<file path="src/source/spi_pkg.sv">
//******************************
// SPI controller shared definitions
// Sequencer states, pin pipeline depths and divisor width
//******************************

package spi_pkg;

    // Sequencer states
    typedef enum logic [2:0] {
        IDLE  = 3'd0, // Waiting for start_req
        SETUP = 3'd1, // cs active, sclk parked at CPOL for one half-period
        SHIFT = 3'd2, // 2 x width sclk edges
        DRAIN = 3'd3, // Let the last sample work through the pin pipeline
        DONE  = 3'd4  // Result held until end_ack
    } seq_state_e;

    // Width of clock_divisor, one half-period of sclk in clk_en cycles
    localparam int DIV_WIDTH = 16;

    // clk_en cycles from sclk_int to the sclk pin
    localparam int SCLK_PIPE_DEPTH = 2;

    // Stages in the cipo synchronizer
    localparam int CIPO_SYNC_DEPTH = 2;

    // Round trip from a sample strobe to a stable cipo_sync bit
    // Sclk goes out through the pin pipeline, cipo comes back through the sync
    localparam int DRAIN_CYCLES = SCLK_PIPE_DEPTH + CIPO_SYNC_DEPTH;

endpackage : spi_pkg

</file>
<file path="src/source/spi_master_top.sv">
//******************************
// SPI controller top level
// Sequencer, tx and rx shifters and pin stage
//******************************
`timescale 1ns/1ns

module spi_master_top #(
    parameter int MAX_WIDTH = 32,
    localparam int WIDTH_BITS = $clog2(MAX_WIDTH) + 1
) (
    input  logic                          clk,
    input  logic                          rst_n,
    input  logic                          clk_en,
    // Start handshake and transfer setup
    input  logic                          start_req,
    output logic                          start_ack,
    output logic                          start_nak,     // Width out of range
    input  logic [spi_pkg::DIV_WIDTH-1:0] clock_divisor,
    input  logic                          cpol,
    input  logic                          cpha,
    input  logic [WIDTH_BITS-1:0]         width,
    input  logic [MAX_WIDTH-1:0]          copi_data,
    input  logic [MAX_WIDTH-1:0]          copi_mask,
    input  logic [MAX_WIDTH-1:0]          cipo_mask,
    // Result handshake
    output logic                          end_req,
    input  logic                          end_ack,
    output logic [MAX_WIDTH-1:0]          cipo_data,
    // SPI pins
    input  logic                          cs_override,
    output logic                          sclk,
    output logic                          cs_n,
    output logic                          copi,
    output logic                          copi_en,
    input  logic                          cipo
);
    logic load;
    logic shift_strobe;
    logic sample_strobe;
    logic active;
    logic sclk_int;
    logic tx_bit;
    logic tx_bit_en;
    logic cipo_sync;

    spi_sequencer #(.MAX_WIDTH(MAX_WIDTH)) sequencer_i (
        .clk          (clk),
        .rst_n        (rst_n),
        .clk_en       (clk_en),
        .start_req    (start_req),
        .clock_divisor(clock_divisor),
        .cpol         (cpol),
        .cpha         (cpha),
        .width        (width),
        .end_ack      (end_ack),
        .start_ack    (start_ack),
        .start_nak    (start_nak),
        .end_req      (end_req),
        .load         (load),
        .shift_strobe (shift_strobe),
        .sample_strobe(sample_strobe),
        .active       (active),
        .sclk_int     (sclk_int)
    );

    spi_tx_shifter #(.MAX_WIDTH(MAX_WIDTH)) tx_shifter_i (
        .clk         (clk),
        .rst_n       (rst_n),
        .clk_en      (clk_en),
        .load        (load),
        .shift_strobe(shift_strobe),
        .width       (width),
        .copi_data   (copi_data),
        .copi_mask   (copi_mask),
        .tx_bit      (tx_bit),
        .tx_bit_en   (tx_bit_en)
    );

    spi_rx_shifter #(.MAX_WIDTH(MAX_WIDTH)) rx_shifter_i (
        .clk          (clk),
        .rst_n        (rst_n),
        .clk_en       (clk_en),
        .load         (load),
        .sample_strobe(sample_strobe),
        .cipo_mask    (cipo_mask),
        .cipo_sync    (cipo_sync),
        .cipo_data    (cipo_data)
    );

    spi_pin_stage pin_stage_i (
        .clk        (clk),
        .rst_n      (rst_n),
        .clk_en     (clk_en),
        .sclk_int   (sclk_int),
        .active     (active),
        .tx_bit     (tx_bit),
        .tx_bit_en  (tx_bit_en),
        .cs_override(cs_override),
        .cipo       (cipo),
        .sclk       (sclk),
        .cs_n       (cs_n),
        .copi       (copi),
        .copi_en    (copi_en),
        .cipo_sync  (cipo_sync)
    );

endmodule : spi_master_top

</file>
<file path="src/source/spi_pin_stage.sv">
//******************************
// SPI pin stage
// Output pipeline for sclk, copi, copi_en, cs_n
// and the cipo synchronizer
//******************************
`timescale 1ns/1ns

module spi_pin_stage (
    input  logic clk,
    input  logic rst_n,
    input  logic clk_en,
    input  logic sclk_int,
    input  logic active,
    input  logic tx_bit,
    input  logic tx_bit_en,
    input  logic cs_override, // Holds cs_n high, transfer still runs
    input  logic cipo,
    output logic sclk,
    output logic cs_n,
    output logic copi,
    output logic copi_en,
    output logic cipo_sync
);
    localparam int PD = spi_pkg::SCLK_PIPE_DEPTH;
    localparam int SD = spi_pkg::CIPO_SYNC_DEPTH;

    logic          drive;     // Selected peripheral may be driven
    logic [PD-1:0] sclk_pipe;
    logic [PD-1:0] copi_pipe;
    logic [PD-1:0] en_pipe;
    logic [PD-1:0] cs_n_pipe;
    logic [SD-1:0] cipo_pipe;

    assign drive = active && !cs_override;

    always_ff @(posedge clk) begin
        if (!rst_n) begin
            sclk_pipe <= '0;
            copi_pipe <= '0;
            en_pipe   <= '0;
            cs_n_pipe <= '1; // Deselected out of reset
        end else if (clk_en) begin
            for (int i = PD - 1; i > 0; i--) begin
                sclk_pipe[i] <= sclk_pipe[i-1];
                copi_pipe[i] <= copi_pipe[i-1];
                en_pipe[i]   <= en_pipe[i-1];
                cs_n_pipe[i] <= cs_n_pipe[i-1];
            end
            sclk_pipe[0] <= sclk_int;
            copi_pipe[0] <= tx_bit && drive;
            en_pipe[0]   <= tx_bit_en && drive;
            cs_n_pipe[0] <= !active || cs_override;
        end
    end

    // Asynchronous input
    always_ff @(posedge clk) begin
        if (clk_en) begin
            for (int i = SD - 1; i > 0; i--) begin
                cipo_pipe[i] <= cipo_pipe[i-1];
            end
            cipo_pipe[0] <= cipo;
        end
    end

    assign sclk      = sclk_pipe[PD-1];
    assign copi      = copi_pipe[PD-1];
    assign copi_en   = en_pipe[PD-1];
    assign cs_n      = cs_n_pipe[PD-1];
    assign cipo_sync = cipo_pipe[SD-1];

    // Never drive copi toward a deselected bus
    copi_en_selected: assert property (@(posedge clk) disable iff (!rst_n)
        cs_n |-> !copi_en);

endmodule : spi_pin_stage

</file>
<file path="src/source/spi_rx_shifter.sv">
//******************************
// SPI receive shifter
// Delays sample strobes to the pin pipeline and shifts
// kept cipo bits into the LSB of the result
//******************************
`timescale 1ns/1ns

module spi_rx_shifter #(
    parameter int MAX_WIDTH = 32
) (
    input  logic                 clk,
    input  logic                 rst_n,
    input  logic                 clk_en,
    input  logic                 load,
    input  logic                 sample_strobe,
    input  logic [MAX_WIDTH-1:0] cipo_mask,  // Bit k keeps the k-th sampled bit
    input  logic                 cipo_sync,
    output logic [MAX_WIDTH-1:0] cipo_data
);
    localparam int DLY = spi_pkg::DRAIN_CYCLES;

    logic [MAX_WIDTH-1:0] mask_q;
    logic [DLY-1:0]       strobe_dly; // Sample strobe, pin aligned at the top
    logic [DLY-1:0]       keep_dly;   // Its mask bit, same alignment
    logic                 loaded;     // Any transfer started since reset
    logic                 take_bit;

    assign take_bit = strobe_dly[DLY-1] && keep_dly[DLY-1];

    always_ff @(posedge clk) begin
        if (!rst_n) begin
            strobe_dly <= '0;
            keep_dly   <= '0;
            loaded     <= 1'b0;
        end else if (clk_en) begin
            strobe_dly <= {strobe_dly[DLY-2:0], sample_strobe};
            keep_dly   <= {keep_dly[DLY-2:0], mask_q[0]};
            if (load) begin
                loaded <= 1'b1;
            end
        end
    end

    // Mask walks LSB first, one place per sample
    // Result is zero based at every load
    always_ff @(posedge clk) begin
        if (clk_en) begin
            if (load) begin
                mask_q    <= cipo_mask;
                cipo_data <= '0;
            end else begin
                if (sample_strobe) begin
                    mask_q <= mask_q >> 1;
                end
                if (take_bit) begin
                    cipo_data <= {cipo_data[MAX_WIDTH-2:0], cipo_sync}; // Into the LSB
                end
            end
        end
    end

    // Strobes only come out of a loaded transfer
    strobe_after_load: assert property (@(posedge clk) disable iff (!rst_n)
        strobe_dly[DLY-1] |-> loaded);

endmodule : spi_rx_shifter

</file>
<file path="src/source/spi_sequencer.sv">
//******************************
// SPI transfer sequencer
// Start/end handshakes, sclk divider, edge counter
// and CPHA mapping of edges to shift and sample strobes
//******************************
`timescale 1ns/1ns

module spi_sequencer #(
    parameter int MAX_WIDTH = 32,
    localparam int WIDTH_BITS = $clog2(MAX_WIDTH) + 1, // Room for widths above MAX_WIDTH
    localparam int EDGE_BITS = WIDTH_BITS + 1          // Holds 2 x width
) (
    input  logic                           clk,
    input  logic                           rst_n,
    input  logic                           clk_en,
    input  logic                           start_req,
    input  logic [spi_pkg::DIV_WIDTH-1:0]  clock_divisor, // Half-period in clk_en cycles
    input  logic                           cpol,
    input  logic                           cpha,
    input  logic [WIDTH_BITS-1:0]          width,
    input  logic                           end_ack,
    output logic                           start_ack,
    output logic                           start_nak,
    output logic                           end_req,
    output logic                           load,          // Accept strobe
    output logic                           shift_strobe,
    output logic                           sample_strobe,
    output logic                           active,        // Chip select, internal
    output logic                           sclk_int
);
    localparam logic [spi_pkg::DIV_WIDTH-1:0] DIV_ONE = 1;
    localparam int DRAIN_BITS = $clog2(spi_pkg::DRAIN_CYCLES + 1);

    spi_pkg::seq_state_e             state;
    logic                            cpha_q;        // Captured at load
    logic [spi_pkg::DIV_WIDTH-1:0]   half_q;        // Captured divisor, never 0
    logic [spi_pkg::DIV_WIDTH-1:0]   div_cnt;       // Counts down to the next tick
    logic [spi_pkg::DIV_WIDTH-1:0]   div_eff;
    logic [EDGE_BITS-1:0]            edges_left;
    logic                            first_pending; // No edge seen yet in SHIFT
    logic [DRAIN_BITS-1:0]           drain_cnt;
    logic                            width_ok;
    logic                            tick;
    logic                            edge_now;
    logic                            leading;
    logic                            trailing;
    logic                            last_edge;

    // Handshakes
    assign width_ok  = (width != '0) && (width <= MAX_WIDTH);
    assign start_ack = (state == spi_pkg::IDLE) && width_ok;
    assign start_nak = (state == spi_pkg::IDLE) && start_req && !width_ok;
    assign load      = start_req && start_ack; // Consumers qualify with clk_en
    assign end_req   = (state == spi_pkg::DONE);
    assign active    = (state == spi_pkg::SETUP) || (state == spi_pkg::SHIFT)
                    || (state == spi_pkg::DRAIN);

    assign div_eff = (clock_divisor == '0) ? DIV_ONE : clock_divisor; // 0 runs as 1

    // Edge decode
    // Even count left means the next edge leaves CPOL
    assign tick      = (div_cnt == '0);
    assign edge_now  = tick && (state == spi_pkg::SHIFT);
    assign leading   = edge_now && !edges_left[0];
    assign trailing  = edge_now && edges_left[0];
    assign last_edge = (edges_left == EDGE_BITS'(1));

    // CPHA 0: first bit already out from load, no shift after the last bit
    // CPHA 1: first bit also out from load, so the first leading edge only presents it
    assign shift_strobe  = cpha_q ? (leading && !first_pending) : (trailing && !last_edge);
    assign sample_strobe = cpha_q ? trailing : leading;

    always_ff @(posedge clk) begin
        if (!rst_n) begin
            state         <= spi_pkg::IDLE;
            sclk_int      <= 1'b0; // Rests low until the first transfer
            cpha_q        <= 1'b0;
            half_q        <= DIV_ONE;
            div_cnt       <= '0;
            edges_left    <= '0;
            first_pending <= 1'b0;
            drain_cnt     <= '0;
        end else if (clk_en) begin
            case (state)
                spi_pkg::IDLE: begin
                    if (load) begin
                        state         <= spi_pkg::SETUP;
                        cpha_q        <= cpha;
                        half_q        <= div_eff;
                        div_cnt       <= div_eff - DIV_ONE;
                        sclk_int      <= cpol; // Park at the new CPOL
                        edges_left    <= {width, 1'b0};
                        first_pending <= 1'b1;
                    end
                end
                spi_pkg::SETUP: begin
                    if (tick) begin
                        state   <= spi_pkg::SHIFT;
                        div_cnt <= half_q - DIV_ONE;
                    end else begin
                        div_cnt <= div_cnt - DIV_ONE;
                    end
                end
                spi_pkg::SHIFT: begin
                    if (tick) begin
                        div_cnt       <= half_q - DIV_ONE;
                        sclk_int      <= ~sclk_int; // Even edge count lands back on CPOL
                        edges_left    <= edges_left - EDGE_BITS'(1);
                        first_pending <= 1'b0;
                        if (last_edge) begin
                            state     <= spi_pkg::DRAIN;
                            drain_cnt <= DRAIN_BITS'(spi_pkg::DRAIN_CYCLES - 1);
                        end
                    end else begin
                        div_cnt <= div_cnt - DIV_ONE;
                    end
                end
                spi_pkg::DRAIN: begin
                    if (drain_cnt == '0) begin
                        state <= spi_pkg::DONE;
                    end else begin
                        drain_cnt <= drain_cnt - DRAIN_BITS'(1);
                    end
                end
                spi_pkg::DONE: begin
                    if (end_ack) begin
                        state <= spi_pkg::IDLE; // Host took the result
                    end
                end
                default: state <= spi_pkg::IDLE;
            endcase
        end
    end

    // Result is held until the host takes it
    end_req_held: assert property (@(posedge clk) disable iff (!rst_n)
        end_req && !(clk_en && end_ack) |=> end_req);

    ack_nak_excl: assert property (@(posedge clk) disable iff (!rst_n)
        !(start_ack && start_nak));

endmodule : spi_sequencer

</file>
<file path="src/source/spi_tx_shifter.sv">
//******************************
// SPI transmit shifter
// Left-aligns copi data and mask by width at load,
// presents one bit per shift strobe, MSB first
//******************************
`timescale 1ns/1ns

module spi_tx_shifter #(
    parameter int MAX_WIDTH = 32,
    localparam int WIDTH_BITS = $clog2(MAX_WIDTH) + 1
) (
    input  logic                  clk,
    input  logic                  rst_n,
    input  logic                  clk_en,
    input  logic                  load,
    input  logic                  shift_strobe,
    input  logic [WIDTH_BITS-1:0] width,
    input  logic [MAX_WIDTH-1:0]  copi_data,
    input  logic [MAX_WIDTH-1:0]  copi_mask,
    output logic                  tx_bit,
    output logic                  tx_bit_en
);
    logic [MAX_WIDTH-1:0]  data_q;
    logic [MAX_WIDTH-1:0]  mask_q;
    logic [WIDTH_BITS-1:0] align; // Moves bit width-1 up to the MSB

    // Only meaningful for accepted widths 1..MAX_WIDTH
    assign align = WIDTH_BITS'(MAX_WIDTH) - width;

    // Mask decides copi_en
    always_ff @(posedge clk) begin
        if (!rst_n) begin
            mask_q <= '0;
        end else if (clk_en) begin
            if (load) begin
                mask_q <= copi_mask << align;
            end else if (shift_strobe) begin
                mask_q <= {mask_q[MAX_WIDTH-2:0], 1'b0};
            end
        end
    end

    always_ff @(posedge clk) begin
        if (clk_en) begin
            if (load) begin
                data_q <= copi_data << align;
            end else if (shift_strobe) begin
                data_q <= {data_q[MAX_WIDTH-2:0], 1'b0}; // Next bit to the top
            end
        end
    end

    // Registered source, so both follow a strobe by one clk_en cycle
    assign tx_bit_en = mask_q[MAX_WIDTH-1];
    assign tx_bit    = data_q[MAX_WIDTH-1] && tx_bit_en; // Low where masked off

endmodule : spi_tx_shifter
</file>
<file path="config.mk">
export PLATFORM = sky130hd
export DESIGN_NAME = spi_master_top
export DESIGN_NICKNAME = d
export VERILOG_FILES = /design/src/source/spi_pkg.sv /design/src/source/spi_master_top.sv /design/src/source/spi_pin_stage.sv /design/src/source/spi_rx_shifter.sv /design/src/source/spi_sequencer.sv /design/src/source/spi_tx_shifter.sv
export SDC_FILE = /design/constraint.sdc
export NUM_CORES = 1
export LEC_CHECK = 0
export ABC_AREA = 1
export BUFFER_PORTS_ARGS = -buffer_cell sky130_fd_sc_hd__buf_2
export CORE_ASPECT_RATIO = 1.5
export CORE_UTILIZATION = 54
export DETAILED_ROUTE_END_ITERATION = 12
export GPL_TIMING_DRIVEN = 0
export HOLD_SLACK_MARGIN = 0.05
export PLACE_DENSITY = 0.78
export SLEW_MARGIN = 20
export SYNTH_ARGS = -nofsm -noshare
export SYNTH_HDL_FRONTEND = slang
export SYNTH_HIERARCHICAL = 1
export SYNTH_SLANG_ARGS = --single-unit
</file>
<file path="constraint.sdc">
create_clock -name clk -period 7.5 [get_ports clk]
set_clock_uncertainty 0.2 [all_clocks]
set_input_delay 1.5 -clock clk [delete_from_list [all_inputs] [get_ports clk]]
set_output_delay 1.5 -clock clk [all_outputs]
set_load 0.01 [all_outputs]
</file>
==> impl_results.md <==
* Drt drc at 0
* Max_cap viols at 0
* 1st-pass router iterations at 8
* Max Root-Sink Buffers at 2
* Ant diodes at 0
* Post-synthesis cell count at 1821
* # H-tree levels at 4
* Max-slew violation count at 0
* Status: completed
* CTS tree: done
* Vias at 12950
* First-pass GRT wire length at 59.91 mm
* Number of synthesized flops with an enable pin at 98
* Clock transition at path regs at ~80 ps
* Initial Utilization at around 55%
* Crit Path Max Fanout at 10
* Syn nets at just under 2000
* Rel. slew slack at between 50% and 60%
* Die height at 186.6 µm
* Share of cells above drive strength 1 at 16.34%
* Cell total after placement at 2265
* Port Buf Inserts at 165
* Die area at 23340 µm²
* Hold Path Stages at 0
* Yosys warns at 6
* Grt ovf at 0
* I/O pins at 166
* Hold_sp: pin_stage_i/cipo_pipe[0]$_DFFE_PP_
* Global placement routability congestion at between 1 and 1.5
* Min Tclk post-route at 4257 ps
* Synth top area share at about a quarter
* Worst reg2reg startpoint: sequencer_i/div_cnt[15]$_SDFFE_PN0P_
* Post-Syn Area at between 10000 and 15000 µm²
* Unrepaired setup endpoints after global routing: no
* Pwr Density at approximately 260 nW/µm²
* Clock sink count at around 190
* Clock latency on the worst-skew pair at between 400 and 500 ps
* Tot Pwr at 3.737 mW
* Routed len/inst at approximately 17 µm
* Number of global-route vias before repair at around 12000
* Final ANT Viol Nets at 0
* Reg2reg setup slack at 4020 ps
* Worst r2r path cells at 14
* Fin. Hold Viols at 0
* Hold_buf cts at 0
* Max Clk Rate at 234.9 MHz
* #FFs+latches synth at 194
* Synth top area cells: edfxtp_1 24%, nand2_1 18%, dfxtp_1 16%
* Core Rows at 67
* Final period util at 56.75%
* Worst endpoint required time at 7480 ps
* Post-Layout Cell Count at 2296
* Max IR drop VDD at 0.0003619 V
* Root Buffer: clkbuf_16
* # setup viols final at 0
* Fin util at 63.30%
* R2r endpoint: tx_shifter_i/mask_q[11]$_SDFFE_PN0P_
* CP startpoint kind: input port
* Final net count at ~2100
* Main synth FF type: edfxtp_1
* Post-synthesis sequential area ratio at 39.65%
* Initial DRC Count at roughly 1100
* Post-CTS Resized at 0
* Synth cell count leaders: 601 x nand2_1, 314 x nand3_1, 141 x inv_1, 134 x nor2_1, 100 x o21ai_0
* Total CTS buffers at 17
* Initial antenna violation count at 0
* Core area at between 20000 and 25000 µm²
* Yosys cell types at between 40 and 50
* Lkg Pwr at about 6.8 nW
* Die W at 125.1 µm
* Most common cell in the synthesized netlist: nand2_1
* Post-synth top area cell: edfxtp_1
* Hold WC Path Type: reg -> reg
* WS Path Type: in -> reg
* Async SR Flop Fraction at 0%
* Largest net degree at the start of global routing at 30
* Setup bufs post-CTS at 0
* HPWL after detailed placement at around 29 mm
* Crit path capture type: register
* Area delta synth->final at 15.06%
* Hold EP: pin_stage_i/cipo_pipe[1]$_DFFE_PP_
* Total Wirelength at between 30 and 40 mm
* Syn_area_per_cell at 6.737 µm²
* Total track usage at around 33%
* Measured slew at the worst slew-check pin at 618.2 ps
* Vias/cell at 5.642
* Fin Setup TNS at 0 ps
* Critical path arrival at 4240 ps
## through the flow
stage | worst slack (ps) | instance area, µm² | hold WS (ps)
2_1_floorplan | 2246 | 12270 | 200.3
3_3_place_gp | 1094 | 13440 | 202.8
3_5_place_dp | 2893 | 13530 | 204.5
4_1_cts | 3350 | 14120 | 220.8
5_1_grt | 3147 | 14120 | 229.8
6_report | 3243 | 14120 | 222.3
## worst max-delay path, stage by stage
cell	delay, ps
buf_2	100
buf_2	260
inv_2	110
buf_4	190
buf_2	210
ha_1	300
buf_2	180
inv_2	130
clkbuf_1	500
nand2_1	150
nand3_1	190
nand3_1	170
nand3_1	100
nand3_1	130
## cell type report
class / count / area, µm²
buffer: 100 / 536.8
multi-input combinational: 1371 / 6292
tap: 276 / 345.3
clock inverter: 13 / 153.9
sequential: 194 / 4865
clock buffer: 18 / 429.2
inverter: 156 / 598.1
fill: 2119 / 8183
timing repair buffer: 168 / 895.9
## sequential cells by signal, summed over array words and instances, names as in the netlist
register and flops:
tx_shifter_i/mask_q 32, sequencer_i/edges_left 7, rx_shifter_i/strobe_dly 4, sequencer_i/drain_cnt 3
sequencer_i/div_cnt 16, sequencer_i/half_q 16, rx_shifter_i/mask_q 32, sequencer_i/sclk_int 1
tx_shifter_i/data_q 32, pin_stage_i/cs_n_pipe 2, pin_stage_i/cipo_pipe 2, rx_shifter_i/cipo_data 32
sequencer_i/cpha_q 1, sequencer_i/state 3, pin_stage_i/copi_pipe 2, pin_stage_i/sclk_pipe 2
sequencer_i/first_pending 1, rx_shifter_i/keep_dly 4, pin_stage_i/en_pipe 2
## power breakdown
part	switching, mW	internal, mW
registers	0.102	1.32
clock network	0.420	0.497
logic	0.936	0.462
## cells by family (layout without fill, tap and decap cells)
family          after synthesis  in the layout  share of synthesized area [%]
buf+inv                     256            455                          9.240
mux                           1              1                        0.08159
xor+xnor                     10             10                         0.7752
fa+ha+maj                     6              6                         0.6119
compound gates              221            221                          9.505
flops                       194            194                          39.65
simple gates               1133           1133                          40.13
## metal layers
layer	up-vias	share of wire [%]	track usage, %
met4	0	6.8	23.92
li1	6325	-	-
met5	-	0	0
met1	5969	36	32.80
met2	506	53	61.88
met3	154	4.3	4.587
## placed cells by master (no fill, tap or decap), types with 6 or more instances in the layout
cell type / count
nand3_1: 314
a21oi_1: 93
dfxtp_1: 96
clkbuf_1: 37
xor2_1: 6
buf_1: 7
clkbuf_16: 17
o21ai_1: 7
inv_1: 141
or2_2: 22
o21ai_0: 99
buf_6: 10
buf_2: 203
nor2_4: 6
nor2_1: 134
ha_1: 6
nand4_1: 13
nand2_1: 601
inv_2: 12
nand2_2: 18
edfxtp_1: 98
## worst max-delay path by stage
stage	slack, ps	from	end
global placement	1090	width[2]	rx_shifter_i/mask_q[6]$_DFFE_PP_
CTS	3350	width[0]	tx_shifter_i/data_q[31]$_DFFE_PP_
finish	3240	width[0]	tx_shifter_i/data_q[31]$_DFFE_PP_
detailed placement	2890	width[0]	tx_shifter_i/data_q[31]$_DFFE_PP_
global route	3150	width[0]	tx_shifter_i/data_q[31]$_DFFE_PP_
floorplan	2250	width[2]	rx_shifter_i/mask_q[0]$_DFFE_PP_
(Power assumes the default switching activity.)
